$ cat config.mk
export PLATFORM = sky130hd
export DESIGN_NAME = adrv_ctrl_top
export DESIGN_NICKNAME = d
export VERILOG_FILES = /design/src/adrv_pkg.sv /design/src/adrv_ctrl_top.sv /design/src/adrv_spi_master.sv /design/src/adrv_enable_seq.sv /design/src/adrv_regs.sv /design/src/adrv_axil_slave.sv
export SDC_FILE = /design/constraint.sdc
export NUM_CORES = 1
export LEC_CHECK = 0
export BUFFER_PORTS_ARGS = -buffer_cell sky130_fd_sc_hd__buf_2
export CAP_MARGIN = 10
export CORE_UTILIZATION = 59
export DETAILED_ROUTE_END_ITERATION = 10
export GPL_ROUTABILITY_DRIVEN = 1
export GPL_TIMING_DRIVEN = 0
export PLACE_DENSITY = 0.77
export SLEW_MARGIN = 20
export SYNTH_ARGS = -nofsm -noshare
export SYNTH_HDL_FRONTEND = slang
export SYNTH_SLANG_ARGS = --single-unit
$ cat constraint.sdc
create_clock -name s_axi_aclk -period 4.8 [get_ports s_axi_aclk]
set_input_delay 0.24 -clock s_axi_aclk [delete_from_list [all_inputs] [get_ports s_axi_aclk]]
set_output_delay 0.24 -clock s_axi_aclk [all_outputs]
set_load 0.01 [all_outputs]
$ cat src/adrv_pkg.sv
package adrv_pkg;

  // ************************************************************
  // widths
  // ************************************************************
  localparam int ADDR_W   = 7;
  localparam int WADDR_W  = ADDR_W - 2;  // word address
  localparam int DATA_W   = 32;
  localparam int STRB_W   = DATA_W / 8;
  localparam int DELAY_W  = 16;
  localparam int DGPIO_W  = 16;
  localparam int NUM_CHAN = 4;  // rx1, rx2, tx1, tx2

  localparam logic [DGPIO_W-1:0] DGPIO_DIR_RST = '1;  // all inputs

  localparam int SPI_DIV   = 4;  // cycles per half spi clock
  localparam int SPI_DIV_W = $clog2(SPI_DIV);
  localparam logic [SPI_DIV_W-1:0] SPI_DIV_LAST = SPI_DIV_W'(SPI_DIV - 1);

  // ************************************************************
  // register map, byte offsets
  // ************************************************************
  localparam logic [ADDR_W-1:0] REG_CTRL       = 7'h00;
  localparam logic [ADDR_W-1:0] REG_DGPIO_DIR  = 7'h04;
  localparam logic [ADDR_W-1:0] REG_DGPIO_OUT  = 7'h08;
  localparam logic [ADDR_W-1:0] REG_DGPIO_IN   = 7'h0C;
  localparam logic [ADDR_W-1:0] REG_DELAY_BASE = 7'h10;
  localparam logic [ADDR_W-1:0] REG_SPI_TX     = 7'h20;
  localparam logic [ADDR_W-1:0] REG_SPI_STAT   = 7'h24;

  // rstn, modes 7:4, sw enables 11:8
  localparam logic [DATA_W-1:0] CTRL_MASK = 32'h0000_0FF1;

  typedef struct packed {
    logic               we;
    logic               re;
    logic [WADDR_W-1:0] addr;
    logic [DATA_W-1:0]  data;
    logic [STRB_W-1:0]  strb;
  } reg_req_t;

  typedef struct packed {
    logic               mode;    // 1 = fabric pin
    logic               sw_en;
    logic [DELAY_W-1:0] en_dly;
    logic [DELAY_W-1:0] dis_dly;
  } chan_cfg_t;

  typedef struct packed {
    logic       start;
    logic [7:0] data;
  } spi_cmd_t;

  typedef struct packed {
    logic       busy;
    logic       rx_valid;
    logic [7:0] rx_data;
  } spi_stat_t;

endpackage
$ cat src/adrv_ctrl_top.sv
`timescale 1ns/1ps

module adrv_ctrl_top (
  input  logic                         s_axi_aclk,
  input  logic                         reset_i,
  input  logic [adrv_pkg::ADDR_W-1:0]  awaddr_i,
  input  logic                         awvalid_i,
  output logic                         awready_o,
  input  logic [adrv_pkg::DATA_W-1:0]  wdata_i,
  input  logic [adrv_pkg::STRB_W-1:0]  wstrb_i,
  input  logic                         wvalid_i,
  output logic                         wready_o,
  output logic [1:0]                   bresp_o,
  output logic                         bvalid_o,
  input  logic                         bready_i,
  input  logic [adrv_pkg::ADDR_W-1:0]  araddr_i,
  input  logic                         arvalid_i,
  output logic                         arready_o,
  output logic [adrv_pkg::DATA_W-1:0]  rdata_o,
  output logic [1:0]                   rresp_o,
  output logic                         rvalid_o,
  input  logic                         rready_i,
  input  logic                         rx1_pl_en_i,
  input  logic                         rx2_pl_en_i,
  input  logic                         tx1_pl_en_i,
  input  logic                         tx2_pl_en_i,
  output logic                         rx1_en_o,
  output logic                         rx2_en_o,
  output logic                         tx1_en_o,
  output logic                         tx2_en_o,
  output logic                         rstn_o,
  input  logic [adrv_pkg::DGPIO_W-1:0] dgpio_i,
  output logic [adrv_pkg::DGPIO_W-1:0] dgpio_o,
  output logic [adrv_pkg::DGPIO_W-1:0] dgpio_t_o,
  output logic                         spi_clk_o,
  output logic                         spi_mosi_o,
  output logic                         spi_csn_o,
  input  logic                         spi_miso_i,
  output logic                         spi_irq_o
);

  adrv_pkg::reg_req_t          req;
  logic [adrv_pkg::DATA_W-1:0] reg_rdata;
  adrv_pkg::chan_cfg_t         cfg [adrv_pkg::NUM_CHAN];
  adrv_pkg::spi_cmd_t          spi_cmd;
  adrv_pkg::spi_stat_t         spi_stat;
  logic [adrv_pkg::NUM_CHAN-1:0] pl_en;
  logic [adrv_pkg::NUM_CHAN-1:0] en;

  adrv_axil_slave u_axil_slave (
    .s_axi_aclk (s_axi_aclk),
    .reset_i    (reset_i),
    .awaddr_i   (awaddr_i),
    .awvalid_i  (awvalid_i),
    .awready_o  (awready_o),
    .wdata_i    (wdata_i),
    .wstrb_i    (wstrb_i),
    .wvalid_i   (wvalid_i),
    .wready_o   (wready_o),
    .bresp_o    (bresp_o),
    .bvalid_o   (bvalid_o),
    .bready_i   (bready_i),
    .araddr_i   (araddr_i),
    .arvalid_i  (arvalid_i),
    .arready_o  (arready_o),
    .rdata_o    (rdata_o),
    .rresp_o    (rresp_o),
    .rvalid_o   (rvalid_o),
    .rready_i   (rready_i),
    .req_o      (req),
    .rdata_i    (reg_rdata)
  );

  adrv_regs u_regs (
    .s_axi_aclk (s_axi_aclk),
    .reset_i    (reset_i),
    .req_i      (req),
    .rdata_o    (reg_rdata),
    .cfg_o      (cfg),
    .rstn_o     (rstn_o),
    .dgpio_i    (dgpio_i),
    .dgpio_o    (dgpio_o),
    .dgpio_t_o  (dgpio_t_o),
    .spi_cmd_o  (spi_cmd),
    .spi_stat_i (spi_stat)
  );

  // channel order rx1, rx2, tx1, tx2
  assign pl_en = {tx2_pl_en_i, tx1_pl_en_i, rx2_pl_en_i, rx1_pl_en_i};
  assign {tx2_en_o, tx1_en_o, rx2_en_o, rx1_en_o} = en;

  for (genvar i = 0; i < adrv_pkg::NUM_CHAN; i++) begin : g_chan
    adrv_enable_seq u_enable_seq (
      .s_axi_aclk (s_axi_aclk),
      .reset_i    (reset_i),
      .cfg_i      (cfg[i]),
      .pl_en_i    (pl_en[i]),
      .en_o       (en[i])
    );
  end

  adrv_spi_master u_spi_master (
    .s_axi_aclk (s_axi_aclk),
    .reset_i    (reset_i),
    .cmd_i      (spi_cmd),
    .stat_o     (spi_stat),
    .spi_clk_o  (spi_clk_o),
    .spi_mosi_o (spi_mosi_o),
    .spi_csn_o  (spi_csn_o),
    .spi_miso_i (spi_miso_i),
    .done_o     (spi_irq_o)
  );

endmodule

$ cat src/adrv_spi_master.sv
`timescale 1ns/1ps

module adrv_spi_master (
  input  logic                s_axi_aclk,
  input  logic                reset_i,
  input  adrv_pkg::spi_cmd_t  cmd_i,
  output adrv_pkg::spi_stat_t stat_o,
  output logic                spi_clk_o,
  output logic                spi_mosi_o,
  output logic                spi_csn_o,
  input  logic                spi_miso_i,
  output logic                done_o
);

  logic                           busy_q;
  logic                           valid_q;
  logic [adrv_pkg::SPI_DIV_W-1:0] div_q;
  logic [2:0]                     bit_q;
  logic [7:0]                     tx_sr;
  logic [7:0]                     rx_sr;

  // ************************************************************
  // control
  // ************************************************************
  always_ff @(posedge s_axi_aclk) begin
    if (reset_i) begin
      busy_q    <= 1'b0;
      valid_q   <= 1'b0;
      spi_csn_o <= 1'b1;
      spi_clk_o <= 1'b0;
      div_q     <= '0;
      bit_q     <= '0;
      done_o    <= 1'b0;
    end else begin
      done_o <= 1'b0;
      if (!busy_q) begin
        if (cmd_i.start) begin  // start while busy is dropped
          busy_q    <= 1'b1;
          valid_q   <= 1'b0;
          spi_csn_o <= 1'b0;
          div_q     <= '0;
          bit_q     <= '0;
        end
      end else if (div_q != adrv_pkg::SPI_DIV_LAST) begin
        div_q <= div_q + 1'b1;
      end else begin
        div_q     <= '0;
        spi_clk_o <= !spi_clk_o;
        if (spi_clk_o) begin  // falling edge
          bit_q <= bit_q + 1'b1;
          if (bit_q == 3'd7) begin
            busy_q    <= 1'b0;
            valid_q   <= 1'b1;
            spi_csn_o <= 1'b1;
            done_o    <= 1'b1;
          end
        end
      end
    end
  end

  // ************************************************************
  // shift registers
  // ************************************************************
  always_ff @(posedge s_axi_aclk) begin
    if (!busy_q && cmd_i.start) begin
      tx_sr <= cmd_i.data;
    end else if (busy_q && div_q == adrv_pkg::SPI_DIV_LAST) begin
      if (spi_clk_o)
        tx_sr <= {tx_sr[6:0], 1'b0};  // next bit out on fall
      else
        rx_sr <= {rx_sr[6:0], spi_miso_i};  // sample on rise
    end
  end

  assign spi_mosi_o      = tx_sr[7];  // msb first
  assign stat_o.busy     = busy_q;
  assign stat_o.rx_valid = valid_q;
  assign stat_o.rx_data  = rx_sr;

  a_clk_idle: assert property (@(posedge s_axi_aclk) disable iff (reset_i)
    spi_csn_o |-> !spi_clk_o);

endmodule

$ cat src/adrv_enable_seq.sv
`timescale 1ns/1ps

module adrv_enable_seq (
  input  logic                s_axi_aclk,
  input  logic                reset_i,
  input  adrv_pkg::chan_cfg_t cfg_i,
  input  logic                pl_en_i,
  output logic                en_o
);

  logic                         req;
  logic [adrv_pkg::DELAY_W-1:0] delay;
  logic [adrv_pkg::DELAY_W-1:0] cnt_q;

  assign req   = cfg_i.mode ? pl_en_i : cfg_i.sw_en;
  assign delay = req ? cfg_i.en_dly : cfg_i.dis_dly;  // rising vs falling

  always_ff @(posedge s_axi_aclk) begin
    if (reset_i) begin
      en_o  <= 1'b0;
      cnt_q <= '0;
    end else if (req == en_o) begin
      cnt_q <= '0;  // glitch gone, start over
    end else if (cnt_q == delay) begin
      en_o  <= req;
      cnt_q <= '0;
    end else begin
      cnt_q <= cnt_q + 1'b1;
    end
  end

  a_en_steady: assert property (@(posedge s_axi_aclk) disable iff (reset_i)
    req == en_o |=> $stable(en_o));

endmodule

$ cat src/adrv_regs.sv
`timescale 1ns/1ps

module adrv_regs (
  input  logic                         s_axi_aclk,
  input  logic                         reset_i,
  input  adrv_pkg::reg_req_t           req_i,
  output logic [adrv_pkg::DATA_W-1:0]  rdata_o,
  output adrv_pkg::chan_cfg_t          cfg_o [adrv_pkg::NUM_CHAN],
  output logic                         rstn_o,
  input  logic [adrv_pkg::DGPIO_W-1:0] dgpio_i,
  output logic [adrv_pkg::DGPIO_W-1:0] dgpio_o,
  output logic [adrv_pkg::DGPIO_W-1:0] dgpio_t_o,
  output adrv_pkg::spi_cmd_t           spi_cmd_o,
  input  adrv_pkg::spi_stat_t          spi_stat_i
);

  logic [adrv_pkg::DATA_W-1:0]  ctrl_q;
  logic [adrv_pkg::DGPIO_W-1:0] dir_q;
  logic [adrv_pkg::DGPIO_W-1:0] out_q;
  logic [adrv_pkg::DGPIO_W-1:0] in_q;
  logic [adrv_pkg::DATA_W-1:0]  delay_q [adrv_pkg::NUM_CHAN];
  logic [adrv_pkg::ADDR_W-1:0]  byte_addr;
  logic                         is_delay;

  // byte strobe merge
  function automatic logic [adrv_pkg::DATA_W-1:0] wmerge(
    input logic [adrv_pkg::DATA_W-1:0] old_val,
    input logic [adrv_pkg::DATA_W-1:0] new_val,
    input logic [adrv_pkg::STRB_W-1:0] strb
  );
    logic [adrv_pkg::DATA_W-1:0] res;
    res = old_val;
    for (int b = 0; b < adrv_pkg::STRB_W; b++)
      if (strb[b]) res[8*b +: 8] = new_val[8*b +: 8];
    return res;
  endfunction

  assign byte_addr = {req_i.addr, 2'b00};
  assign is_delay  = byte_addr >= adrv_pkg::REG_DELAY_BASE &&
                     byte_addr < adrv_pkg::REG_DELAY_BASE + 4 * adrv_pkg::NUM_CHAN;

  // ************************************************************
  // write side
  // ************************************************************
  always_ff @(posedge s_axi_aclk) begin
    if (reset_i) begin
      ctrl_q          <= '0;
      dir_q           <= adrv_pkg::DGPIO_DIR_RST;
      out_q           <= '0;
      spi_cmd_o.start <= 1'b0;
      for (int i = 0; i < adrv_pkg::NUM_CHAN; i++)
        delay_q[i] <= '0;
    end else begin
      spi_cmd_o.start <= req_i.we && byte_addr == adrv_pkg::REG_SPI_TX;
      if (req_i.we) begin
        case (byte_addr)
          adrv_pkg::REG_CTRL:
            ctrl_q <= wmerge(ctrl_q, req_i.data, req_i.strb) & adrv_pkg::CTRL_MASK;
          adrv_pkg::REG_DGPIO_DIR:
            dir_q <= 16'(wmerge({16'h0, dir_q}, req_i.data, req_i.strb));
          adrv_pkg::REG_DGPIO_OUT:
            out_q <= 16'(wmerge({16'h0, out_q}, req_i.data, req_i.strb));
          default:
            if (is_delay)
              delay_q[req_i.addr[1:0]] <=
                wmerge(delay_q[req_i.addr[1:0]], req_i.data, req_i.strb);
        endcase
      end
    end
  end

  always_ff @(posedge s_axi_aclk) begin
    in_q <= dgpio_i;  // pins sampled every cycle
    if (req_i.we && byte_addr == adrv_pkg::REG_SPI_TX)
      spi_cmd_o.data <= req_i.data[7:0];
  end

  // ************************************************************
  // read-back mux
  // ************************************************************
  always_comb begin
    rdata_o = '0;
    case (byte_addr)
      adrv_pkg::REG_CTRL:      rdata_o = ctrl_q;
      adrv_pkg::REG_DGPIO_DIR: rdata_o = {16'h0, dir_q};
      adrv_pkg::REG_DGPIO_OUT: rdata_o = {16'h0, out_q};
      adrv_pkg::REG_DGPIO_IN:  rdata_o = {16'h0, in_q};
      adrv_pkg::REG_SPI_STAT:
        rdata_o = {16'h0, spi_stat_i.rx_data, 6'h0, spi_stat_i.rx_valid, spi_stat_i.busy};
      default:
        if (is_delay) rdata_o = delay_q[req_i.addr[1:0]];
    endcase
  end

  for (genvar i = 0; i < adrv_pkg::NUM_CHAN; i++) begin : g_cfg
    assign cfg_o[i].mode    = ctrl_q[4 + i];
    assign cfg_o[i].sw_en   = ctrl_q[8 + i];
    assign cfg_o[i].en_dly  = delay_q[i][15:0];
    assign cfg_o[i].dis_dly = delay_q[i][31:16];
  end

  assign rstn_o    = ctrl_q[0];
  assign dgpio_o   = out_q;
  assign dgpio_t_o = dir_q;

  // slave must never issue both strobes at once
  a_one_req: assert property (@(posedge s_axi_aclk) disable iff (reset_i)
    !(req_i.we && req_i.re));

endmodule

$ cat src/adrv_axil_slave.sv
`timescale 1ns/1ps

module adrv_axil_slave (
  input  logic                        s_axi_aclk,
  input  logic                        reset_i,
  input  logic [adrv_pkg::ADDR_W-1:0] awaddr_i,
  input  logic                        awvalid_i,
  output logic                        awready_o,
  input  logic [adrv_pkg::DATA_W-1:0] wdata_i,
  input  logic [adrv_pkg::STRB_W-1:0] wstrb_i,
  input  logic                        wvalid_i,
  output logic                        wready_o,
  output logic [1:0]                  bresp_o,
  output logic                        bvalid_o,
  input  logic                        bready_i,
  input  logic [adrv_pkg::ADDR_W-1:0] araddr_i,
  input  logic                        arvalid_i,
  output logic                        arready_o,
  output logic [adrv_pkg::DATA_W-1:0] rdata_o,
  output logic [1:0]                  rresp_o,
  output logic                        rvalid_o,
  input  logic                        rready_i,
  output adrv_pkg::reg_req_t          req_o,
  input  logic [adrv_pkg::DATA_W-1:0] rdata_i
);

  logic wr_rdy_q;
  logic rd_rdy_q;
  logic wr_go;
  logic rd_go;

  assign wr_go = awvalid_i && wvalid_i && !bvalid_o && !wr_rdy_q;
  assign rd_go = arvalid_i && !rvalid_o && !rd_rdy_q && !wr_go;  // write wins

  always_ff @(posedge s_axi_aclk) begin
    if (reset_i) begin
      wr_rdy_q <= 1'b0;
      rd_rdy_q <= 1'b0;
      bvalid_o <= 1'b0;
      rvalid_o <= 1'b0;
      req_o    <= '0;
    end else begin
      wr_rdy_q <= wr_go;
      rd_rdy_q <= rd_go;
      req_o.we <= wr_go;
      req_o.re <= rd_go;
      if (wr_go) begin
        req_o.addr <= awaddr_i[adrv_pkg::ADDR_W-1:2];
        req_o.data <= wdata_i;
        req_o.strb <= wstrb_i;
      end else if (rd_go) begin
        req_o.addr <= araddr_i[adrv_pkg::ADDR_W-1:2];
      end
      if (wr_rdy_q)
        bvalid_o <= 1'b1;
      else if (bready_i)
        bvalid_o <= 1'b0;
      if (req_o.re)
        rvalid_o <= 1'b1;
      else if (rready_i)
        rvalid_o <= 1'b0;
    end
  end

  // read data held with rvalid
  always_ff @(posedge s_axi_aclk) begin
    if (req_o.re)
      rdata_o <= rdata_i;
  end

  assign awready_o = wr_rdy_q;
  assign wready_o  = wr_rdy_q;
  assign arready_o = rd_rdy_q;
  assign bresp_o   = 2'b00;  // always OKAY
  assign rresp_o   = 2'b00;

  a_bvalid_hold: assert property (@(posedge s_axi_aclk) disable iff (reset_i)
    bvalid_o && !bready_i |=> bvalid_o);

endmodule

* Word-level counts from Yosys, hierarchy flattened
Memories as Yosys holds them, arrays and structs flattened. A register that Yosys moved wholly into a read port is not among the register bits.
Cells that the tools add are included.
** Storage, ports and cells
- Bits in writable memories :: 128
- Output and inout port bits :: 82
- Memories :: 1
- Bits of input ports :: 78
- Register bits after elaboration :: 237
** Cells by class
- Mux-type cells :: 69
- Reductions and logical operators :: 46
- Eq/ne operators :: 19
- $add $sub $neg :: 6
- Bitwise logic cells :: 8
- Magnitude comparators :: 2
** Memories
- u_regs.delay_q :: words 4, bits a word 32, rd ports 5, clocked after memory_dff 1, wr ports 4, RTL line adrv_regs.sv:21 : logic [adrv_pkg::DATA_W-1:0] delay_q [adrv_pkg::NUM_CHAN];
** Operators with widths (number)
- $mux 8 :: 23
- $pmux 32 s5 :: 1
- $add 16x1->16 const B :: 4
- $eq 16x16->1 :: 4
- $mux 16 :: 4
- $mux 32 :: 2
- $reduce_or 32->1 :: 1
- $mux 1 :: 27
- $reduce_and 3->1 :: 8
- $reduce_or 3->1 :: 5
- $mux 2 :: 6
- $mux 3 :: 4
- $reduce_and 2->1 :: 6
- $reduce_bool 2->1 :: 6
- $eq 5x2->1 const B :: 2
- $eq 5x4->1 const B :: 2
- $logic_and 1x1->1 :: 10
- $mux 5 :: 2
- $not 1->1 :: 8
- $ge 7x5->1 const B :: 1
- $logic_not 1->1 :: 7
- $logic_not 7->1 :: 1
- $lt 7x6->1 const B :: 1
- $ne 2x2->1 const B :: 3
- other kinds (9) :: 12

* Longest topological paths before layout
- Word-level depth :: 9
- Gate-level depth with buffers :: 8
- Mapped depth without buffers :: 7

* Hierarchy
A second synthesis with hierarchy kept.
** Unflattened totals
- Cell total of the unflattened synthesis :: 1475
- Area, all modules :: 16669.7 um2
** By module, submodules not included
- adrv_regs :: area each 8380.5 um2, cells an instance 660, instances 1
- adrv_enable_seq :: area each 1186.1 um2, cells an instance 142, instances 4
- adrv_axil_slave :: area each 2507.4 um2, cells an instance 157, instances 1
- adrv_spi_master :: area each 1037.2 um2, cells an instance 90, instances 1

* Worst setup path after synthesis
OpenSTA, ideal clock, no wires.
- Path kind :: register to register
- Start :: register u_axil_slave.req_o[38] (netlist name)
- End :: memory u_regs.delay_q[0][0] (netlist name) (enable)
- Slack :: 1.095 ns
- Cell stages (with the launch flop) :: 4
- Path buffers :: 0
- Arrival :: 3.239 ns
- Cell sequence :: dfxtp_1 > nor3b_1 > nand2_1 > o21ai_0
** RTL lines
- start: declaration :: RTL line adrv_axil_slave.sv:23 : output adrv_pkg::reg_req_t req_o,
- end: declaration :: RTL line adrv_regs.sv:21

==> metrics.md <==
| Metric | Value |
|---|---|
| Crit start category | register |
| Design area | about 20000 sq um |
| Worst-Skew Late Latency | roughly 550 ps |
| CTS max path bufs | 3 |
| Worst setup EP type | register |
| Largest delay share family, worst path | simple AND/OR/NAND/NOR gates |
| TritonCTS clock tree | done |
| Top_reg_cell synth | edfxtp_1 |
| Routed wire per std cell | 23.5 microns |
| Number of CTS-inserted buffers | 39 |
| Slowest cell on the critical path | nand2_2 |
| Ys async rst share | 0% |
| Hold Vio Cnt, Final | 0 |
| Routed WL | 52.3 mm |
| Global-route wire length before repair | 77.6 mm |
| Status | complete, no violations |
| Post-route insts no fill | 2228 |
| Crit Path Category | reg2reg |
| Row Count | 60 |
| Vias in the first global route | 13100 |
| Global placer's final weighted congestion | 1.01 |
| Worst-Margin Slew | just over 1000 ps |
| Syn_area_per_cell | 10.6 sq um |
| Leakage | 7.49 nW |
| Starting density of the core | 60.7% |
| Total gr overflow | 0 |
| Fin. max-slew vios | 0 |
| Initial antenna violation count | 1 |
| Final setup TNS | 0 ps |
| Post-synth top area share | about a third |
| Max Freq | 318 MHz |
| Number of synthesized flops with an enable pin | between 150 and 200 |
| Largest net degree at the start of global routing | 33 |
| Post-route DRC | 0 |
| Root buf cell | clkbuf_16 |
| Mapped Cells | 1569 |
| Placement Cell Area | between 15000 and 20000 sq um |
| Fill cells | 1894 |
| Die X | 170 microns |
| DRT Pass-1 Iters | 9 |
| Final worst-path cycle share | 65.4% |
| Final setup viols | 0 |
| Die area | 28700 sq um |
| Final core occ | 72.4% |
| Area of the multi-input gates | 6740 sq um |
| Post-route ant nets | 0 |
| Hold crit path type | in2reg |
| Clock slew at reported path FFs | 60 ps |
| Synth Register Bits | 367 |
| Post-synthesis sequential area ratio | 55.5% |
| Maximum vdd ir drop | 0.300 mV |
| CP required | 4960 ps |
| Core area | about 27000 sq um |
| Unrepaired setup endpoints after global routing | no |
| Clock period minus worst slack | 3140 ps |
| Final hold slack | 19.0 ps |
| Crit-path cells | nor3b_2 -> nand2_1 -> or3_1 -> clkbuf_1 -> nand2_2 |
| Final worst setup slack | ~1700 ps |
| Detail Placement HPWL | 38.6 mm |
| Max incr delay on CP | 720 ps |
| DP Cell Count | 2099 |
| Worst Path Max Fanout | 32 |
| Area Growth Syn to Fin | 19.2% |
| Clock sink total | 367 |
| Slew HR | 30.9% |
| Clock skew | 26.4 ps |
| Starting DRT DRC Count | 1746 |
| Worst Path Buf+Inv | 1 |
| PnR Total Power | 6.95 mW |
| PD cells | between 300 and 400 nW/um^2 |
| Cell Area, Synth | 16600 sq um |
| Yosys cell types | 65 |
| Total Routing Usage GR | 36.9% |
| Synth area leaders | edfxtp_1 (33%), dfxtp_1 (22%), nand2_1 (5.3%), nor2_1 (4.9%), mux4_2 (4.4%) |
| Sequential Area | 9190 sq um |
| Area leader, netlist | edfxtp_1 |
| # IOs | 160 |
| Die Y | around 170 microns |
| Synth Warn # | 0 |
| Setup Slack @ Placement | 1180 ps |
| Nets | 1909 |
| Port Buffers | 151 |
| Maxcap violations | 0 |
| Vias/cell | 6.06 |
| Crit path DAT | ~3300 ps |
| H-tree level count | 2 |
| Layout cells sized above 1 | about 17% |
| DR vias | approximately 13000 |
## kinds of logic after synthesis
family                     after synthesis  synth area share (%)
buffers and inverters                  168                  4.13
xor gates and xnor gates               126                  6.67
and+or+nand+nor                        617                  16.2
other                                    1                0.0227
AOI/OAI and AO/OA                      166                  7.06
adders and majority gates                7                 0.529
DFF                                    367                  55.5
muxes                                  117                  9.84
## cell usage after synthesis (10+ instances only)
cell type    n
nand2_1    235
nor2_1     215
edfxtp_1   184
dfxtp_1    183
inv_1       76
clkbuf_1    72
a21oi_1     66
xnor2_1     63
xor2_1      63
nand3_1     48
mux2i_1     47
mux2_2      35
mux4_2      32
a22oi_1     24
and3_1      24
and2_1      20
nor3_1      13
o22ai_1     13
nor2b_1     12
nand2b_1    11
nand4_1     11
nor4_1      10
## area by class of cell
| class | count | share of cell area [%] |
|---|---|---|
| antenna | 1 | 0.0127 |
| clock buffer | 53 | 5.31 |
| sequential | 367 | 46.6 |
| multi-input combinational | 1037 | 34.2 |
| clock inverter | 19 | 0.850 |
| inverter | 77 | 1.47 |
| buffer | 91 | 2.00 |
| tap | 372 | 2.36 |
| timing repair buffer | 211 | 7.23 |
## tightest hold or removal path, stage by stage
cell and delay, ps:
buf_2 100, nor2_1 110, a211oi_1 60
## layout by cell type (no fill, tap or decap), types with 12 or more instances in the layout
master         count
mux4_2            32
clkbuf_16         39
dlygate4sd3_1     56
mux2_2            35
nor3_1            12
edfxtp_1         184
a22oi_1           24
dfxtp_1          182
nor2_1           215
clkbuf_1          84
buf_2            160
xnor2_1           63
nand3_1           48
a21oi_1           66
and2_1            20
o22ai_1           13
nor2b_1           12
inv_1             76
and3_1            24
xor2_1            63
nand2_1          234
mux2i_1           47
## flip-flops by register name, indices dropped and copies added (netlist names), 2 cells and up, named ones only
register and flops:
u_regs.delay_q 128, g_chan.u_enable_seq.cnt_q 64, u_axil_slave.req_o 43, u_axil_slave.rdata_o 32, u_regs.dgpio_o 16, u_regs.dgpio_t_o 16
u_regs.in_q 16, u_regs.ctrl_q 9, u_regs.spi_cmd_o 9, u_spi_master.rx_sr 8, u_spi_master.tx_sr 8, g_chan.u_enable_seq.en_o 4
u_spi_master.bit_q 3, u_spi_master.div_q 2
## power breakdown
part / leakage [nW] / internal, mW / switching [mW]
sequential: 3.33 / 3.37 / 0.0918
clock: 0.581 / 1.65 / 1.26
combinational: 3.58 / 0.231 / 0.332
## path summary, 6_finish.rpt
kind	depth (start not counted)	to	slack, ps	start
worst max-delay path	5	u_regs.delay_q[1][28]	1660	u_axil_slave.req_o[38]
worst min-delay path	3	u_axil_slave.req_o[38]	20	awaddr_i[4]
worst max register to register	5	u_regs.delay_q[1][28]	1660	u_axil_slave.req_o[38]
worst min register to register	0	u_spi_master.rx_sr[6]	440	u_spi_master.rx_sr[5]
## layer usage
metal | track usage (%) | wire [microns]
met5 | 0 | 0
met4 | 19.8 | 3070
met3 | 7.53 | 5650
met2 | 59.4 | 24200
met1 | 46.9 | 19400
## what timing repair did
item                      4_1_cts  5_1_grt
hold buffers                   56        0
setup buffers                   0        0
resized for setup               0        0
hold endpoints to repair       56        0
(Power assumes the default switching activity.)
